## src/source/msx_pkg.sv

```systemverilog
// Shared widths, status word layout and routing structs for the MSX board glue.
// Status bits above 10 are reserved here and are not decoded by any block.
`default_nettype none

package msx_pkg;

   // ========================================
   // Widths
   // ========================================
   localparam int hdmi_dim_w  = 12;
   localparam int crop_w      = 10;
   // Aspect ratio value width, the ports carry one extra flag bit on top
   localparam int arx_w       = 12;
   localparam int ddr3_addr_w = 28;
   localparam int ram_addr_w  = 27;
   localparam int bram_addr_w = 18;

   // Download index of a cassette image, compared on the low six bits
   localparam logic [5:0] cas_index = 6'd5;

   // Tape input source as seen in status bit 8
   typedef enum logic {
      cas_src_file = 1'b0,
      cas_src_adc  = 1'b1
   } cas_src_e;

   // ========================================
   // Status word from the host frame
   // ========================================
   typedef struct packed {
      logic [52:0] reserved;
      logic        detach;
      logic        tape_rewind;
      cas_src_e    tape_src;
      logic        vcrop_en;
      logic [1:0]  scale;
      logic [1:0]  scanlines;
      logic [1:0]  aspect;
      logic        reset_req;
   } status_t;

   // Video settings slice of the status word
   typedef struct packed {
      logic [1:0] aspect;
      logic [1:0] scanlines;
      logic [1:0] scale;
      logic       vcrop_en;
   } video_cfg_t;

   // ========================================
   // Memory routing
   // ========================================
   typedef struct packed {
      logic [ddr3_addr_w-1:0] addr;
      logic                   rd;
   } ddr3_req_t;

   // CPU side request, rnw high for a read
   typedef struct packed {
      logic [ram_addr_w-1:0] addr;
      logic [7:0]            din;
      logic                  rnw;
      logic                  sdram_ce;
      logic                  bram_ce;
   } cpu_mem_t;

   // Uploader request, either SDRAM or block RAM is the target
   typedef struct packed {
      logic [ram_addr_w-1:0] addr;
      logic [7:0]            din;
      logic                  ce;
      logic                  sdram_rq;
      logic                  bram_rq;
   } upload_mem_t;

   typedef struct packed {
      logic [bram_addr_w-1:0] addr;
      logic                   we;
      logic [7:0]             data;
   } bram_port_t;

endpackage

`default_nettype wire

```

## src/source/system_control.sv

```systemverilog
// System reset combination and tape control, purely combinational.
// sys_reset is held high for as long as rst_n is low.
`timescale 1ns/100ps
`default_nettype none

module system_control (
   input  logic             rst_n,
   input  logic             board_reset,
   input  msx_pkg::status_t status,
   input  logic             reset_rq,
   input  logic             ioctl_download,
   input  logic [15:0]      ioctl_index,
   input  logic             cas_dout,
   input  logic             adc_bit,
   input  logic             adc_active,
   input  logic             motor,
   output logic             sys_reset,
   output logic             cas_audio_in,
   output logic             play,
   output logic             rewind
);

   logic cas_download;
   logic adc_tape;

   // ========================================
   // Reset
   // ========================================
   // Board, menu reset, detach and loader request all restart the machine
   assign sys_reset = ~rst_n | board_reset | status.reset_req | status.detach | reset_rq;

   // ========================================
   // Tape
   // ========================================
   // ADC level only counts while the reader sees a signal
   assign adc_tape = adc_bit & adc_active;

   always_comb begin
      if (status.tape_src == msx_pkg::cas_src_file) begin
         cas_audio_in = cas_dout;
      end else begin
         cas_audio_in = adc_tape;
      end
   end

   // A fresh cassette image restarts the player from the top
   assign cas_download = ioctl_download & (ioctl_index[5:0] == msx_pkg::cas_index);

   // Motor line from the MSX is active low
   assign play   = ~motor;
   assign rewind = status.tape_rewind | cas_download | sys_reset;

endmodule

`default_nettype wire

```

## src/source/sd_route.sv

```systemverilog
// SD SPI routing between the physical slot and a mounted card image.
// The image is chosen on a mount pulse when its size is nonzero.
// Activity stays lit for act_timeout cycles after the last MOSI or MISO edge.
`timescale 1ns/100ps
`default_nettype none

module sd_route #(
   parameter int act_timeout = 1000000
) (
   input  logic        clk21m,
   input  logic        rst_n,
   input  logic        clear,
   input  logic        img_mount,
   input  logic [31:0] img_size,
   input  logic        sd_clk_in,
   input  logic        sd_mosi_in,
   input  logic        vsd_miso,
   input  logic        sd_miso,
   output logic        sd_cs,
   output logic        sd_sck,
   output logic        sd_mosi,
   output logic        spi_miso,
   output logic        led_user,
   output logic [1:0]  led_disk
);

   localparam int cnt_w = $clog2(act_timeout + 1);

   logic             vsd_sel;
   logic             mosi_q;
   logic             miso_q;
   logic             line_change;
   logic [cnt_w-1:0] act_cnt;
   logic             sd_act;

   // ========================================
   // Slot or image select
   // ========================================
   always_ff @(posedge clk21m) begin
      if (!rst_n || clear) begin
         vsd_sel <= 1'b0;
      end else if (img_mount) begin
         vsd_sel <= |img_size;
      end
   end

   // Physical card is deselected and its clock parked while the image is in use
   assign sd_cs    = vsd_sel;
   assign sd_sck   = sd_clk_in & ~vsd_sel;
   assign sd_mosi  = sd_mosi_in & ~vsd_sel;
   assign spi_miso = vsd_sel ? vsd_miso : sd_miso;

   // ========================================
   // Activity detector
   // ========================================
   assign line_change = (mosi_q ^ sd_mosi_in) | (miso_q ^ spi_miso);

   always_ff @(posedge clk21m) begin
      if (!rst_n) begin
         mosi_q  <= 1'b0;
         miso_q  <= 1'b0;
         act_cnt <= cnt_w'(act_timeout);
      end else begin
         mosi_q <= sd_mosi_in;
         miso_q <= spi_miso;
         if (line_change) begin
            act_cnt <= '0;
         end else if (act_cnt < act_timeout) begin
            act_cnt <= act_cnt + 1'b1;
         end
      end
   end

   assign sd_act = (act_cnt < act_timeout);

   // Image activity on the user LED, slot activity on the disk LED
   assign led_user = vsd_sel & sd_act;
   // Bit 1 hands the disk LED fully to bit 0
   assign led_disk = {1'b1, ~vsd_sel & sd_act};

endmodule

`default_nettype wire

```

## src/source/video_crop.sv

```systemverilog
// Vertical crop and aspect ratio from the HDMI output size.
// Crop is only applied without the scandoubler, for the known panel heights.
// Bit 12 of arx and ary stays low, so they always carry a ratio.
`timescale 1ns/100ps
`default_nettype none

module video_crop (
   input  logic                             clk21m,
   input  logic                             rst_n,
   input  msx_pkg::video_cfg_t              cfg,
   input  logic                             forced_scandoubler,
   input  logic [msx_pkg::hdmi_dim_w-1:0]   hdmi_width,
   input  logic [msx_pkg::hdmi_dim_w-1:0]   hdmi_height,
   output logic [msx_pkg::crop_w-1:0]       crop_size,
   output logic [msx_pkg::arx_w:0]          arx,
   output logic [msx_pkg::arx_w:0]          ary,
   output logic [1:0]                       vga_sl
);

   logic                          scandoubler;
   logic [msx_pkg::hdmi_dim_w:0]  min_wide_w;
   logic [msx_pkg::crop_w-1:0]    crop_next;
   logic                          wide_next;
   logic                          wide;

   assign scandoubler = forced_scandoubler | (|cfg.scanlines);

   // Height plus half height, one extra bit so it cannot wrap
   assign min_wide_w = {1'b0, hdmi_height} + {2'b00, hdmi_height[msx_pkg::hdmi_dim_w-1:1]};

   // ========================================
   // Crop table
   // ========================================
   always_comb begin
      crop_next = '0;
      wide_next = 1'b0;
      if (!scandoubler && ({1'b0, hdmi_width} >= min_wide_w)) begin
         case (hdmi_height)
            12'd480, 12'd720, 12'd1200: crop_next = 10'd240;
            12'd600, 12'd800: begin
               crop_next = 10'd200;
               wide_next = cfg.vcrop_en;
            end
            12'd768:  crop_next = 10'd256;
            12'd1080: crop_next = 10'd216;
            default:  crop_next = '0;
         endcase
      end else if (!scandoubler && (hdmi_width >= 12'd1440)) begin
         // 4:3 modes that miss the 1.5 ratio test above
         case (hdmi_height)
            12'd1440: crop_next = 10'd240;
            12'd1536: crop_next = 10'd256;
            default:  crop_next = '0;
         endcase
      end
   end

   always_ff @(posedge clk21m) begin
      if (!rst_n) begin
         crop_size <= '0;
         wide      <= 1'b0;
      end else begin
         crop_size <= cfg.vcrop_en ? crop_next : '0;
         wide      <= wide_next;
      end
   end

   // ========================================
   // Aspect ratio
   // ========================================
   always_comb begin
      arx = '0;
      ary = '0;
      if (cfg.aspect == 2'd0) begin
         // Original ratio, narrowed for the 200 line crop
         arx[msx_pkg::arx_w-1:0] = wide ? 12'd340 : 12'd400;
         ary[msx_pkg::arx_w-1:0] = 12'd300;
      end else begin
         // Full screen or a custom ratio slot
         arx[1:0] = cfg.aspect - 2'd1;
      end
   end

   assign vga_sl = cfg.scanlines;

endmodule

`default_nettype wire

```

## src/source/mem_route.sv

```systemverilog
// Memory request routing, purely combinational.
// Block-RAM addresses keep only the low bram_addr_w bits of the 27-bit address.
`timescale 1ns/100ps
`default_nettype none

module mem_route (
   input  logic                 ddr3_dl_active,
   input  msx_pkg::ddr3_req_t   ddr3_dl,
   input  msx_pkg::ddr3_req_t   ddr3_cas,
   input  msx_pkg::upload_mem_t upload,
   input  msx_pkg::cpu_mem_t    cpu,
   input  logic [7:0]           sdram_dout,
   input  logic [7:0]           bram_dout,
   output msx_pkg::ddr3_req_t   ddr3_req,
   output msx_pkg::bram_port_t  bram_a,
   output logic                 sdram_upload_req,
   output logic [7:0]           cpu_ram_dout
);

   // ========================================
   // DDR3
   // ========================================
   // ROM download has priority over the cassette player
   assign ddr3_req = ddr3_dl_active ? ddr3_dl : ddr3_cas;

   // ========================================
   // Block RAM port A
   // ========================================
   always_comb begin
      if (upload.bram_rq) begin
         bram_a.addr = upload.addr[msx_pkg::bram_addr_w-1:0];
         bram_a.data = upload.din;
         // Uploader writes follow the CPU rnw line, as on the board
         bram_a.we   = ~cpu.rnw;
      end else begin
         bram_a.addr = cpu.addr[msx_pkg::bram_addr_w-1:0];
         bram_a.data = cpu.din;
         bram_a.we   = cpu.bram_ce & ~cpu.rnw;
      end
   end

   // Uploader SDRAM channel only
   assign sdram_upload_req = upload.ce & upload.sdram_rq;

   // ========================================
   // CPU read data
   // ========================================
   always_comb begin
      if (cpu.sdram_ce) begin
         cpu_ram_dout = sdram_dout;
      end else if (cpu.bram_ce) begin
         cpu_ram_dout = bram_dout;
      end else begin
         // Open bus
         cpu_ram_dout = 8'hFF;
      end
   end

endmodule

`default_nettype wire

```

## src/source/msx_glue.sv

```systemverilog
// Board glue top level between the host frame and the MSX core.
// act_timeout sets the SD activity hold time in clk21m cycles.
`timescale 1ns/100ps
`default_nettype none

module msx_glue #(
   parameter int act_timeout = 1000000
) (
   input  logic                           clk21m,
   input  logic                           rst_n,
   // System and tape
   input  logic                           board_reset,
   input  msx_pkg::status_t               status,
   input  logic                           reset_rq,
   input  logic                           ioctl_download,
   input  logic [15:0]                    ioctl_index,
   input  logic                           cas_dout,
   input  logic                           adc_bit,
   input  logic                           adc_active,
   input  logic                           motor,
   output logic                           sys_reset,
   output logic                           cas_audio_in,
   output logic                           play,
   output logic                           rewind,
   // SD card
   input  logic                           img_mount,
   input  logic [31:0]                    img_size,
   input  logic                           sd_clk_in,
   input  logic                           sd_mosi_in,
   input  logic                           vsd_miso,
   input  logic                           sd_miso,
   output logic                           sd_cs,
   output logic                           sd_sck,
   output logic                           sd_mosi,
   output logic                           spi_miso,
   output logic                           led_user,
   output logic [1:0]                     led_disk,
   // Video
   input  logic                           forced_scandoubler,
   input  logic [msx_pkg::hdmi_dim_w-1:0] hdmi_width,
   input  logic [msx_pkg::hdmi_dim_w-1:0] hdmi_height,
   output logic [msx_pkg::crop_w-1:0]     crop_size,
   output logic [msx_pkg::arx_w:0]        arx,
   output logic [msx_pkg::arx_w:0]        ary,
   output logic [1:0]                     vga_sl,
   // Memory
   input  logic                           ddr3_dl_active,
   input  msx_pkg::ddr3_req_t             ddr3_dl,
   input  msx_pkg::ddr3_req_t             ddr3_cas,
   input  msx_pkg::upload_mem_t           upload,
   input  msx_pkg::cpu_mem_t              cpu,
   input  logic [7:0]                     sdram_dout,
   input  logic [7:0]                     bram_dout,
   output msx_pkg::ddr3_req_t             ddr3_req,
   output msx_pkg::bram_port_t            bram_a,
   output logic                           sdram_upload_req,
   output logic [7:0]                     cpu_ram_dout
);

   msx_pkg::video_cfg_t video_cfg;

   // Video settings slice of the status word
   assign video_cfg = '{
      aspect:    status.aspect,
      scanlines: status.scanlines,
      scale:     status.scale,
      vcrop_en:  status.vcrop_en
   };

   // ========================================
   // Blocks
   // ========================================
   system_control system_control_inst (
      .rst_n          (rst_n),
      .board_reset    (board_reset),
      .status         (status),
      .reset_rq       (reset_rq),
      .ioctl_download (ioctl_download),
      .ioctl_index    (ioctl_index),
      .cas_dout       (cas_dout),
      .adc_bit        (adc_bit),
      .adc_active     (adc_active),
      .motor          (motor),
      .sys_reset      (sys_reset),
      .cas_audio_in   (cas_audio_in),
      .play           (play),
      .rewind         (rewind)
   );

   // System reset also drops the card image selection
   sd_route #(
      .act_timeout (act_timeout)
   ) sd_route_inst (
      .clk21m     (clk21m),
      .rst_n      (rst_n),
      .clear      (sys_reset),
      .img_mount  (img_mount),
      .img_size   (img_size),
      .sd_clk_in  (sd_clk_in),
      .sd_mosi_in (sd_mosi_in),
      .vsd_miso   (vsd_miso),
      .sd_miso    (sd_miso),
      .sd_cs      (sd_cs),
      .sd_sck     (sd_sck),
      .sd_mosi    (sd_mosi),
      .spi_miso   (spi_miso),
      .led_user   (led_user),
      .led_disk   (led_disk)
   );

   video_crop video_crop_inst (
      .clk21m             (clk21m),
      .rst_n              (rst_n),
      .cfg                (video_cfg),
      .forced_scandoubler (forced_scandoubler),
      .hdmi_width         (hdmi_width),
      .hdmi_height        (hdmi_height),
      .crop_size          (crop_size),
      .arx                (arx),
      .ary                (ary),
      .vga_sl             (vga_sl)
   );

   mem_route mem_route_inst (
      .ddr3_dl_active   (ddr3_dl_active),
      .ddr3_dl          (ddr3_dl),
      .ddr3_cas         (ddr3_cas),
      .upload           (upload),
      .cpu              (cpu),
      .sdram_dout       (sdram_dout),
      .bram_dout        (bram_dout),
      .ddr3_req         (ddr3_req),
      .bram_a           (bram_a),
      .sdram_upload_req (sdram_upload_req),
      .cpu_ram_dout     (cpu_ram_dout)
   );

endmodule

`default_nettype wire

```

## config.mk

```make
export PLATFORM = sky130hd
export DESIGN_NAME = msx_glue
export DESIGN_NICKNAME = d
export VERILOG_FILES = /design/src/source/msx_pkg.sv /design/src/source/system_control.sv /design/src/source/sd_route.sv /design/src/source/video_crop.sv /design/src/source/mem_route.sv /design/src/source/msx_glue.sv
export SDC_FILE = /design/constraint.sdc
export NUM_CORES = 1
export LEC_CHECK = 0
export BUFFER_PORTS_ARGS = -buffer_cell sky130_fd_sc_hd__buf_2
export CORE_AREA = 2 2 162 164
export DETAILED_ROUTE_END_ITERATION = 10
export DIE_AREA = 0 0 164 166
export HOLD_SLACK_MARGIN = 0.02
export RECOVER_POWER = 25
export SETUP_SLACK_MARGIN = 0.3
export SYNTH_ARGS = -nofsm -noshare
export SYNTH_HDL_FRONTEND = slang
export SYNTH_SLANG_ARGS = --single-unit
```

## constraint.sdc

```tcl
create_clock -name clk21m -period 4.65 [get_ports clk21m]
set_input_delay 0.2325 -clock clk21m [delete_from_list [all_inputs] [get_ports clk21m]]
set_output_delay 0.2325 -clock clk21m [all_outputs]
set_load 0.03 [all_outputs]
```

======== Word level (Yosys, flattened, before mapping) ========
Cells that the tools add are included.
W data, S select, Z words.
word-level totals
  bits in registers ....................... 34
  latch bits .............................. 0
  bits in writable memories ............... 0
  ROM bits ................................ 0
  input bits .............................. 302
  word-level logic and storage cells ...... 75
  memories ................................ 0
cells by class
  $add $sub $neg .......................... 3
  $mul .................................... 0
  div/mod/pow operators ................... 0
  $lt $le $gt $ge ......................... 3
  equality and inequality tests ........... 10
  shifts and indexed selects .............. 0
  mux-type cells .......................... 16
  bitwise operators ....................... 22
  reduce and logical (&&, ||, !) cells .... 14
operators with widths
  kind                     count
  $eq A12 B10 Y1 const B   4
  $eq A12 B11 Y1 const B   4
  $mux W20                 2
  $pmux W9 S4              1
  $reduce_or A32 Y1        1
  $mux W10                 3
  $mux W29                 1
  $mux W27                 1
  $mux W8                  3
  $add A20 B1 Y20 const B  1
  $lt A20 B20 Y1 const B   1
  $pmux W9 S2              1
  $add A12 B11 Y13         1
  $ge A12 B13 Y1           1
  $eq A12 B9 Y1 const B    1
  $ge A12 B11 Y1 const B   1
  $mux W9                  1
  $and A1 B1 Y1            8
  $or A1 B1 Y1             8
  $eq A6 B3 Y1 const B     1
  $reduce_or A2 Y1         3
  $not A1 Y1               4
  $reduce_and A3 Y1        1
  $reduce_or A3 Y1         1
  other kinds (10)         14

======== Logic depth before layout (Yosys ltp) ========
Gate-level depths: netlist (run 1).
  depth after elaboration ................. 6
  depth in mapped cells ................... 14
  mapped depth without buffers ............ 14

======== Hierarchy ========
Synthesis (run 1) repeated with hierarchy kept, for this count alone.
second synthesis, totals
  cell total of the unflattened synthesis .. 445
  area total of the unflattened synthesis .. 3858.7 sq um
by module, submodules not included
  module          instances  cells each  area each (sq um)
  video_crop      1          207         1595.3
  sd_route        1          145         1273.7
  mem_route       1          84          928.4
  system_control  1          9           61.3

======== Least setup slack after synthesis (run 1) ========
OpenSTA, ideal clock, no wires.
  path type ............................... input to register
  start ................................... input port hdmi_height[0] (netlist bit)
  end ..................................... register video_crop_inst.crop_size[4] (netlist bit)
  setup time .............................. 0.141 ns
  arrival ................................. 3.077 ns
  path slack .............................. 1.432 ns
  stages on the path ...................... 14
  cell sequence ........................... ha_1 inv_1 fa_1 nand2b_1 a21oi_1 o21ai_0 nor4bb_1 a2111oi_0 ha_1 a21o_1 a211o_1 a221oi_1 or4_4 o21ai_1
between the ends
  word-level cells in the longest chain between the ends .. 4
ends and longest elaborated chain
  what                                         RTL line          text
  from (decl)                                  msx_glue.sv:41    input logic [msx_pkg::hdmi_dim_w-1:0] hdmi_height,
  $add A12 B11 Y13 (tied with other cells)     video_crop.sv:29  assign min_wide_w = {1'b0, hdmi_height} + {2'b00, hdmi_height[msx_pkg::hdmi_dim_w-1:1]};
  $ge A12 B13 Y1 (tied with other cells)       video_crop.sv:37  if (!scandoubler && ({1'b0, hdmi_width} >= min_wide_w)) begin
  $logic_and A1 B1 Y1 (tied with other cells)  video_crop.sv:37
  $mux W10 (*)                                 video_crop.sv:37
  to (signal assigned)                         video_crop.sv:63  crop_size <= cfg.vcrop_en ? crop_next : '0;
  to (decl)                                    video_crop.sv:14  output logic [msx_pkg::crop_w-1:0] crop_size,
Every way passes the cells marked *; elsewhere a longest branch is shown, timed or not.
A chain may end at the register's enable or synchronous reset.

======== Worst setup path after layout (run 1) ========
  start ................................... input port hdmi_height[1] (netlist bit)
  end ..................................... register video_crop_inst.crop_size[5] (netlist bit)
The elaborated chain is that of the path after synthesis.

==> summary.txt, run 1 <==
STA
  • Fmax: 0.261 GHz
  • Max-slew violations: 0
  • Final setup viols: 0
  • Final hold vios: 0
  • Final worst-path cycle share: 82.3%
  • Fin Setup TNS: 0 ns
  • RSZ-0062 raised after global routing: false
  • Slew headroom: 45.9%
  • Layout Skew: 0.00361 ns
  • Period minus WS final: 3.82 ns
  • Slew @ Worst Pin: 0.811 ns

Detailed routing
  • Vias per cell: 3.96
  • Routed vias: 4276
  • DRC viols: 0
  • Initial DRC Count: 255
  • Drt first pass iters: 4
  • Antenna viol nets, final: 0
  • Wirelength per Cell: 13.1 um
  • Final WL: 14100 um

Worst setup path
  • CP startpoint kind: input pin
  • CP max FO: 4
  • R2R depth: 5
  • R2R setup slack: 2.37 ns
  • CP required: 4.85 ns
  • Worst r2r src: sd_route_inst.sd_cs
  • Worst r2r dst: sd_route_inst.act_cnt[19]
  • Setup CP Type: in2reg
  • CP arrival: 4.02 ns
  • Crit. End Element: flop

Synth
  • Synth area leader: mux2_2
  • Post-synthesis sequential element count: 29
  • Sequential element share of the synthesized area: 16.0%
  • Primary FF master, synth: dfxtp_1
  • Top cells by count, synth: mux2_2 (55), ha_1 (39), nor2_1 (34)
  • Post-synth ARST share: 0%
  • Cells after Synth: 449
  • Yosys warns: 0
  • Ranking of synthesized cells by area: mux2_2 (17%), dfxtp_1 (16%), ha_1 (13%)
  • EDFF count, synth: 0
  • Top-area cell type share of the netlist area: 17.1%
  • Top-count cell post-synth: mux2_2
  • Mean Syn Cell Area: 8.06 um^2
  • Count of cell types in the netlist: 49
  • Synth Cell Area: 3620 um^2

Clocking
  • CTS Buf Count: 5
  • Total number of clock tree sinks: 29
  • Post-CTS Resized: 0
  • Clk_lat worst skew: 0.27 ns
  • Root Driver: clkbuf_16
  • CTS H-tree depth: 2
  • CTS tree: built
  • Setup bufs post-CTS: 0
  • CTS hold repair buffers: 0
  • Clk slew on worst S/H paths: 0.05 ns
  • CTS max path bufs: 2

Layout
  • Nets: 1084
  • Area grow syn2layout: 52.4%
  • Finished Core Util: 21.5%
  • Share of cells above drive strength 1: 46.7%

Die
  • Core Area: 25600 um^2
  • Row count: 59
  • DIE AREA: 27200 um^2
  • Num ports: 416
  • Die Y: 166 um
  • Starting Density: 14.1%
  • Die Width: 164 um

Global routing
  • Global-route wire length before repair: 21300 um
  • Gr usage total: 9.76%
  • Antenna violations before repair: 2
  • Largest net degree at the start of global routing: 30
  • Total gr overflow: 0
  • Vias in the first global route: 3973

Hold path
  • Hold Path Class: in2reg
  • Worst hold start: sd_mosi_in
  • Worst Hold Path EP: sd_route_inst.mosi_q
  • Worst hold stages: 2

Pwr
  • PD cells: 199 nW/um^2
  • Final Power: 1100 uW
  • Max VDD drop: 158 uV
  • Leak Pwr: 0.00264 uW

Placed design
  • Dpl hpwl: 12400 um
  • Gpl congestion: 0.890
  • IO Port Bufs: 312

Run
  • Max-Cap Viols: 0

Outcome
  • Status: complete, no violations
state kept, by name, summed over array words and instances (netlist names):
signal / flops
sd_route_inst.miso_q: 1
video_crop_inst.crop_size: 5
sd_route_inst.act_cnt: 20
sd_route_inst.mosi_q: 1
video_crop_inst.wide: 1
sd_route_inst.sd_cs: 1
cell families after synthesis:
family	synth area share (%)
simple gates	22.7
buf+inv	11.0
compound gates	11.3
mux	17.9
fa+ha+maj	14.0
flops	16.0
xor+xnor	6.78
other cells	0.207
power breakdown:
group | switching, uW | internal (uW) | leakage (uW)
Sequential | 5.88 | 255 | 0.000237
Clock | 103 | 226 | 0.0000799
Combinational | 305 | 204 | 0.00232
Total | 414 | 685 | 0.00264
metrics by stage:
step	instances	worst slack [ns]	hold WS, ns	instance area, um^2
after detailed placement	1070	0.592	0.476	5390
after global placement	1070	0.715	0.479	5390
after global routing	1078	0.569	0.209	5520
final	1079	0.825	0.200	5520
after CTS	1078	0.861	0.200	5550
after floorplan	467	1.43	0.354	3690
layer usage:
| metal | global-route usage [%] | vias up | routed length (um) |
|---|---|---|---|
| li1 | - | 2146 | - |
| met1 | 13.4 | 1939 | 6340 |
| met2 | 15.7 | 177 | 6520 |
| met3 | 2.70 | 10 | 1200 |
| met4 | 0.915 | 4 | 34 |
| met5 | 0 | - | 20 |
worst max-delay path by stage:
stage                   start                            to  slack (ns)  cells past startpoint
6_report       hdmi_height[1]  video_crop_inst.crop_size[5]        0.83                     15
2_1_floorplan  hdmi_height[0]  video_crop_inst.crop_size[4]        1.43                     14
5_1_grt        hdmi_height[1]  video_crop_inst.crop_size[5]        0.57                     15
4_1_cts        hdmi_height[1]  video_crop_inst.crop_size[5]        0.86                     15
3_3_place_gp   hdmi_height[1]  video_crop_inst.crop_size[4]        0.72                     15
3_5_place_dp   hdmi_height[1]  video_crop_inst.crop_size[5]        0.59                     15
critical path, stage by stage:
cell	delay [ns]
buf_2	0.10
ha_1	0.16
inv_1	0.05
fa_1	0.40
nand2b_1	0.19
a21oi_1	0.33
o21ai_0	0.20
nor4bb_1	0.16
a2111oi_0	0.42
ha_1	0.33
a21o_1	0.16
a211o_1	0.29
a221oi_1	0.53
o311ai_0	0.33
o21ai_1	0.15
layout by cell type, fill, tap and decap left out, types with 5 or more instances in the layout:
master and count:
a21oi_1 19, and2_1 8, buf_2 283, clkbuf_1 29, clkbuf_16 5, conb_1 20
dfxtp_1 29, ha_1 39, inv_1 33, mux2_2 55, nand2_1 16, nand3_1 11
nand4_1 25, nor2_1 34, nor2b_1 10, nor3_1 9, nor4_1 11, o21ai_0 17
xnor2_1 8, xor2_1 20
layout make-up:
class                   count  area (um^2)
multi-input cells         361         2710
diodes                      1         2.50
clock inverters             1         5.00
repair buffers            312         1530
well taps                 335          419
clock buffers               7          153
inverters                  33          124
fillers                  2864        20100
flip-flops and latches     29          581
(Power assumes the default switching activity.)
==> run 2, diff against run 1 <==
Clock period 4.65 ns to 3.96 ns, I/O delays scaled along.
==> run 2 against run 1 <==
Effect of this change:
- clock power grew 34%
- register-to-register slack got worse by 0.70 ns
- power increased by 23%
- critical path type unchanged
- highest routed layer unchanged
==> summary.txt, run 2 (same netlist as run 1, synthesis figures left out) <==
Outcome
  • Status: complete, no violations

Layout
  • Largest registers: sd_route_inst.act_cnt x20, video_crop_inst.crop_size x5
  • N_diodes: 0
  • Area of the multi-input gates: 2710 um^2
  • Nets: 1086
  • Number of flip-flops in the largest register: 20
  • Commonest non-fill, non-tap cell in the layout: buf_2
  • Commonest cells after routing, fill and taps aside: buf_2 (283), mux2_2 (55), ha_1 (39)
  • # fillers: 2864
  • Largest reg by FF count: sd_route_inst.act_cnt
  • Sequential cell area: 581 um^2
  • Share of cells above drive strength 1: 46.7%
  • Area grow syn2layout: 53.2%
  • Design area: 5550 um^2

Worst setup path
  • Worst r2r dst: sd_route_inst.act_cnt[19]
  • R2R setup slack: 1.67 ns
  • Family with the most delay on the worst path: compound AO/OA/AOI/OAI gates
  • Setup CP Type: in2reg
  • R2R depth: 5
  • CP arrival: 3.54 ns
  • Worst r2r src: sd_route_inst.sd_cs
  • Cell mode on critical path: ha_1
  • Slowest Stage Delay on Critical Path: 0.41 ns
  • Worst path buffer plus inverter count: 3
  • CP max-delay cell: a2111oi_0
  • CP max FO: 3
  • CP required: 4.16 ns
  • Crit. End Element: flop
  • CP startpoint kind: input pin
  • CP Cell Sequence: buf_2 > ha_1 > inv_1 > fa_1 > nand2b_1 > a21oi_1 > o21ai_0 > nor4bb_1 > a2111oi_0 > ha_1 > a21o_1 > a211o_1 > a221oi_1 > buf_4 > o311ai_0 > o21ai_1

Pwr
  • PD cells: 243 nW/um^2
  • Leak Pwr: 0.00265 uW
  • Max VDD drop: 333 uV
  • Final Power: 1350 uW

STA
  • Period minus WS final: 3.34 ns
  • Final worst-path cycle share: 84.3%
  • Final setup viols: 0
  • Slew headroom: 42.8%
  • Slew @ Worst Pin: 0.859 ns
  • Layout Skew: 0.00323 ns
  • Max-slew violations: 0
  • Fmax: 0.299 GHz
  • RSZ-0062 raised after global routing: false
  • Final hold vios: 0
  • Hold_ws: 0.167 ns
  • Fin Setup TNS: 0 ns

Hold path
  • Hold Path Class: in2reg
  • Worst hold start: sd_mosi_in
  • Worst Hold Path EP: sd_route_inst.mosi_q
  • Worst hold stages: 2

Clocking
  • CTS H-tree depth: 2
  • CTS max path bufs: 2
  • Total number of clock tree sinks: 29
  • CTS Buf Count: 5
  • Clk slew on worst S/H paths: 0.05 ns
  • Post-CTS Resized: 0
  • Root Driver: clkbuf_16
  • CTS tree: built
  • Clk_lat worst skew: 0.27 ns
  • CTS hold repair buffers: 0
  • Setup bufs post-CTS: 0

Global routing
  • Largest net degree at the start of global routing: 30
  • Antenna violations before repair: 1
  • Vias in the first global route: 3893
  • Total gr overflow: 0
  • Global-route wire length before repair: 21100 um
  • Gr usage total: 9.70%

Die
  • Die Width: 164 um
  • DIE AREA: 27200 um^2
  • Die Y: 166 um
  • Core Area: 25600 um^2
  • Row count: 59
  • Num ports: 416
  • Starting Density: 14.1%

Placed design
  • Dpl hpwl: 12400 um
  • IO Port Bufs: 312
  • Gpl congestion: 0.855
  • Placed cell areas: 5410 um^2

Detailed routing
  • Final WL: 14200 um
  • Wirelength per Cell: 13.1 um
  • DRC viols: 0
  • Drt first pass iters: 4
  • Vias per cell: 3.97
  • Initial DRC Count: 168
  • Routed vias: 4285
  • Antenna viol nets, final: 0

Run
  • Max-Cap Viols: 0
-- run 2: changes by cell type in the layout (fill, tap and decap cells not counted) --
cell,delta
clkbuf_1,+1
clkinv_2,-1
clkbuf_8,-1
diode_2,-1
buf_4,+2
bufinv_16,+1
-- run 2: layout make-up --
type | instances | share of cell area (%)
clock buffers | 7 | 2.57
inverters | 33 | 2.23
repair buffers | 314 | 27.8
multi-input cells | 361 | 48.8
flip-flops and latches | 29 | 10.5
well taps | 335 | 7.56
clock inverters | 1 | 0.542
-- run 2: worst reg2reg max path: cells and delay by family (launching register included) --
family / cells / cell delay, ns
compound gates: 1 / 0.11
xor+xnor: 1 / 0.18
flops: 1 / 0.44
mux: 1 / 0.33
simple gates: 2 / 1.13
-- run 2: worst max path at each step --
stage / from / to / slack, ns / depth (start not counted)
final: hdmi_height[1] / video_crop_inst.crop_size[7] / 0.62 / 16
after global routing: hdmi_height[0] / video_crop_inst.crop_size[7] / 0.34 / 16
after CTS: hdmi_height[0] / video_crop_inst.crop_size[7] / 0.61 / 16
after detailed placement: hdmi_height[0] / video_crop_inst.crop_size[7] / 0.33 / 16
after global placement: hdmi_height[1] / video_crop_inst.crop_size[4] / 0.39 / 16
after floorplan: hdmi_height[0] / video_crop_inst.crop_size[4] / 0.78 / 14
-- run 2: power breakdown --
group	total [uW]	internal, uW	switching [uW]	leakage, uW
Combinational	602	244	358	0.00233
Sequential	307	300	7.31	0.000237
Clock	439	313	125	0.0000841
-- run 2: through the flow --
stage	cells	worst slack (ns)	utilization, %
finish	1080	0.621	21.6
floorplan	467	0.777	-
global route	1080	0.344	21.6
CTS	1080	0.608	21.8
detailed placement	1072	0.329	21.1
global placement	1072	0.389	21.1
-- run 2: per-layer routing --
layer | GRT usage [%] | part of all wire, % | wire length, um | vias to the layer above
li1 | - | - | - | 2153
met1 | 13.3 | 46 | 6500 | 1951
met2 | 15.8 | 46 | 6500 | 170
met3 | 2.57 | 7.9 | 1120 | 9
met4 | 0.839 | 0.37 | 53 | 2
met5 | 0 | 0.092 | 13 | -
==> run 3, diff against run 2 <==
Settings changed: ABC_AREA set to 1, CORE_AREA 2 2 162 164 to 2 2 164 166, DIE_AREA 0 0 164 166 to 0 0 166 168.
Clock period 3.96 ns to 3.05 ns, I/O delays scaled along.
==> run 3 against run 2 <==
Effect of this change:
- non-clock buffer count grew 10
- power grew 26%
- register-to-register slack lost 0.48 ns
- flip-flop and latch count is the same
- synthesized cell count grew 40%
- sequential power grew 31%
- worst setup slack lost 0.17 ns
- critical endpoint is now video_crop_inst.crop_size[4]
- largest power group unchanged
- highest routed layer is now met4
==> summary.txt, run 3 <==
Layout
  • Nets: 1274
  • Area of the multi-input gates: 2910 um^2
  • Commonest cells after routing, fill and taps aside: buf_2 (284), nand2_1 (188), inv_1 (66)
  • Sequential cell area: 581 um^2
  • # fillers: 2972
  • Largest reg by FF count: sd_route_inst.act_cnt
  • Largest registers: sd_route_inst.act_cnt x20, video_crop_inst.crop_size x5
  • Commonest non-fill, non-tap cell in the layout: buf_2
  • Share of cells above drive strength 1: 39.0%
  • Number of flip-flops in the largest register: 20
  • Area grow syn2layout: 51.7%

Pwr
  • PD cells: 286 nW/um^2
  • Int Power: 1020 uW
  • Net Sw Frac: 40.2%
  • Sequential share of power: 23.6%
  • Clock share of power: 26.7%
  • P_sw: 684 uW
  • Final Power: 1700 uW
  • Combinational Power Share: 49.7%
  • Max VDD drop: 240 uV
  • Leak Pwr: 0.00313 uW

Synth
  • Post-synthesis sequential element count: 29
  • Top-count cell post-synth: nand2_1
  • EDFF count, synth: 0
  • Top cells by count, synth: nand2_1 (191), inv_1 (68), nor2_1 (56)
  • Synth Cell Area: 3930 um^2
  • Ranking of synthesized cells by area: nand2_1 (18%), dfxtp_1 (15%), ha_1 (12%)
  • Synth area leader: nand2_1
  • Mean Syn Cell Area: 6.26 um^2
  • Top-area cell type share of the netlist area: 18.3%
  • Count of cell types in the netlist: 39
  • Cells after Synth: 627
  • Yosys warns: 0
  • Primary FF master, synth: dfxtp_1
  • Post-synth ARST share: 0%
  • Sequential element share of the synthesized area: 14.8%

Worst setup path
  • CP arrival: 2.80 ns
  • CP startpoint kind: input pin
  • Worst r2r src: sd_route_inst.act_cnt[9]
  • R2R setup slack: 1.19 ns
  • Setup CP Type: in2reg
  • Worst r2r dst: sd_route_inst.act_cnt[17]
  • Slowest Stage Delay on Critical Path: 0.34 ns
  • CP max-delay cell: ha_1
  • CP max FO: 4
  • Crit. End Element: flop
  • R2R depth: 7
  • CP Cell Sequence: buf_2 > ha_1 > or2_2 > nand2_2 > inv_2 > a21oi_2 > inv_1 > a31oi_1 > xor2_1 > ha_1 > a21oi_1 > nor2_1 > o21ai_1 > buf_4 > nand3_1 > nand2_1 > nand2_1 > inv_1
  • CP required: 3.26 ns

STA
  • Fin Setup TNS: 0 ns
  • Max-slew violations: 0
  • Slew @ Worst Pin: 0.640 ns
  • Final hold vios: 0
  • Fmax: 0.385 GHz
  • Period minus WS final: 2.59 ns
  • Slew headroom: 57.3%
  • Final setup viols: 0
  • Final worst-path cycle share: 85.1%
  • Layout Skew: 0.00379 ns
  • RSZ-0062 raised after global routing: true

Die
  • Starting Density: 14.9%
  • Core Area: 26400 um^2
  • Die Width: 166 um
  • Num ports: 416
  • Die Y: 168 um
  • DIE AREA: 27900 um^2
  • Row count: 60

Global routing
  • Total gr overflow: 0
  • Global-route wire length before repair: 21400 um
  • Antenna violations before repair: 1
  • Vias in the first global route: 4402
  • Gr usage total: 9.24%
  • Largest net degree at the start of global routing: 30

Placed design
  • IO Port Bufs: 312
  • Gpl congestion: 0.849
  • Dpl hpwl: 12200 um

Detailed routing
  • Antenna viol nets, final: 0
  • Wirelength per Cell: 11.0 um
  • Final WL: 14100 um
  • DRC viols: 0
  • Routed vias: 4884
  • Initial DRC Count: 173
  • Vias per cell: 3.83
  • Drt first pass iters: 4

Clocking
  • CTS max path bufs: 2
  • Clk_lat worst skew: 0.27 ns
  • CTS Buf Count: 5
  • CTS H-tree depth: 2
  • Setup bufs post-CTS: 0
  • Clk slew on worst S/H paths: 0.05 ns
  • CTS tree: built
  • Root Driver: clkbuf_16
  • Total number of clock tree sinks: 29

Hold path
  • Worst Hold Path EP: sd_route_inst.mosi_q
  • Hold Path Class: in2reg
  • Worst hold start: sd_mosi_in
  • Worst hold stages: 3

Run
  • Max-Cap Viols: 0

Outcome
  • Status: complete, no violations
-- run 3: cell types whose count changed in the layout (fill, tap and decap cells not counted), sizes merged, moves of 5 or more --
cell	previous run	this run
nand3	11	26
nand4	25	12
buf	285	296
nor2	34	58
inv	33	71
nand2	16	194
mux2	55	29
o21ai	20	25
nor2b	10	0
xnor2	8	3
nor3	9	22
and2	8	0
-- run 3: kinds of logic (layout without fill, tap and decap cells) --
kind of cell | after synthesis | in the layout | share of synthesized area, %
AO/OA/AOI/OAI | 59 | 59 | 9.02
XOR/XNOR | 21 | 21 | 4.68
multiplexers | 29 | 29 | 8.32
other | 2 | 21 | 0.191
AND/OR/NAND/NOR | 330 | 330 | 35.9
flip-flops | 29 | 29 | 14.8
adder cells (fa/ha/maj) | 40 | 40 | 12.9
buffers and inverters | 117 | 405 | 14.2
-- run 3: final cells by class --
class	instances	share of cell area (%)
Tap cell	341	7.17
Antenna cell	1	0.0420
Sequential cell	29	9.75
Inverter	73	4.69
Clock buffer	8	2.29
Timing Repair Buffer	324	27.1
Multi-Input combinational cell	499	48.9
-- run 3: timing repair --
action | CTS | global route
gates resized for setup | 0 | 19
hold buffers | 0 | 0
setup endpoints to repair | 0 | 6
-- run 3: worst max path at each step --
stage	from	end	slack, ns
after floorplan	hdmi_height[0]	video_crop_inst.crop_size[7]	0.50
after global placement	hdmi_height[3]	video_crop_inst.crop_size[4]	0.06
after detailed placement	hdmi_height[1]	video_crop_inst.crop_size[7]	0.04
after CTS	hdmi_height[1]	video_crop_inst.crop_size[7]	0.31
after global routing	hdmi_height[5]	video_crop_inst.crop_size[4]	0.26
final	hdmi_height[3]	video_crop_inst.crop_size[4]	0.46
-- run 3: per-stage QoR --
stage,utilization [%],cell area (um^2),hold WS [ns],instances,worst slack (ns)
2_1_floorplan,-,3990,0.246,645,0.503
3_3_place_gp,22.0,5790,0.375,1266,0.0575
3_5_place_dp,22.0,5790,0.383,1266,0.0366
4_1_cts,22.5,5930,0.106,1274,0.310
5_1_grt,22.6,5950,0.130,1275,0.260
6_report,22.6,5950,0.105,1275,0.455
-- run 3: critical path, delay by kind of cell --
| family | cells | cell delay (ns) |
|---|---|---|
| AOI/OAI and AO/OA | 4 | 0.65 |
| xor gates and xnor gates | 1 | 0.18 |
| adders and majority gates | 2 | 0.60 |
| buffers and inverters | 5 | 0.50 |
| and+or+nand+nor | 6 | 0.72 |
-- run 3: layer usage --
| layer | share of wire [%] | vias up | global-route usage (%) |
|---|---|---|---|
| met5 | 0 | - | 0 |
| li1 | - | 2585 | - |
| met4 | 0.50 | 0 | 1.74 |
| met2 | 48 | 94 | 15.3 |
| met3 | 3.0 | 4 | 1.20 |
| met1 | 48 | 2201 | 12.9 |
-- run 3: power groups by stage --
stage	clock network, uW	logic [uW]	registers (uW)
floorplan	0	546	407
global placement	0	827	408
detailed placement	0	834	409
CTS	465	839	402
global route	486	932	403
finish	454	845	402
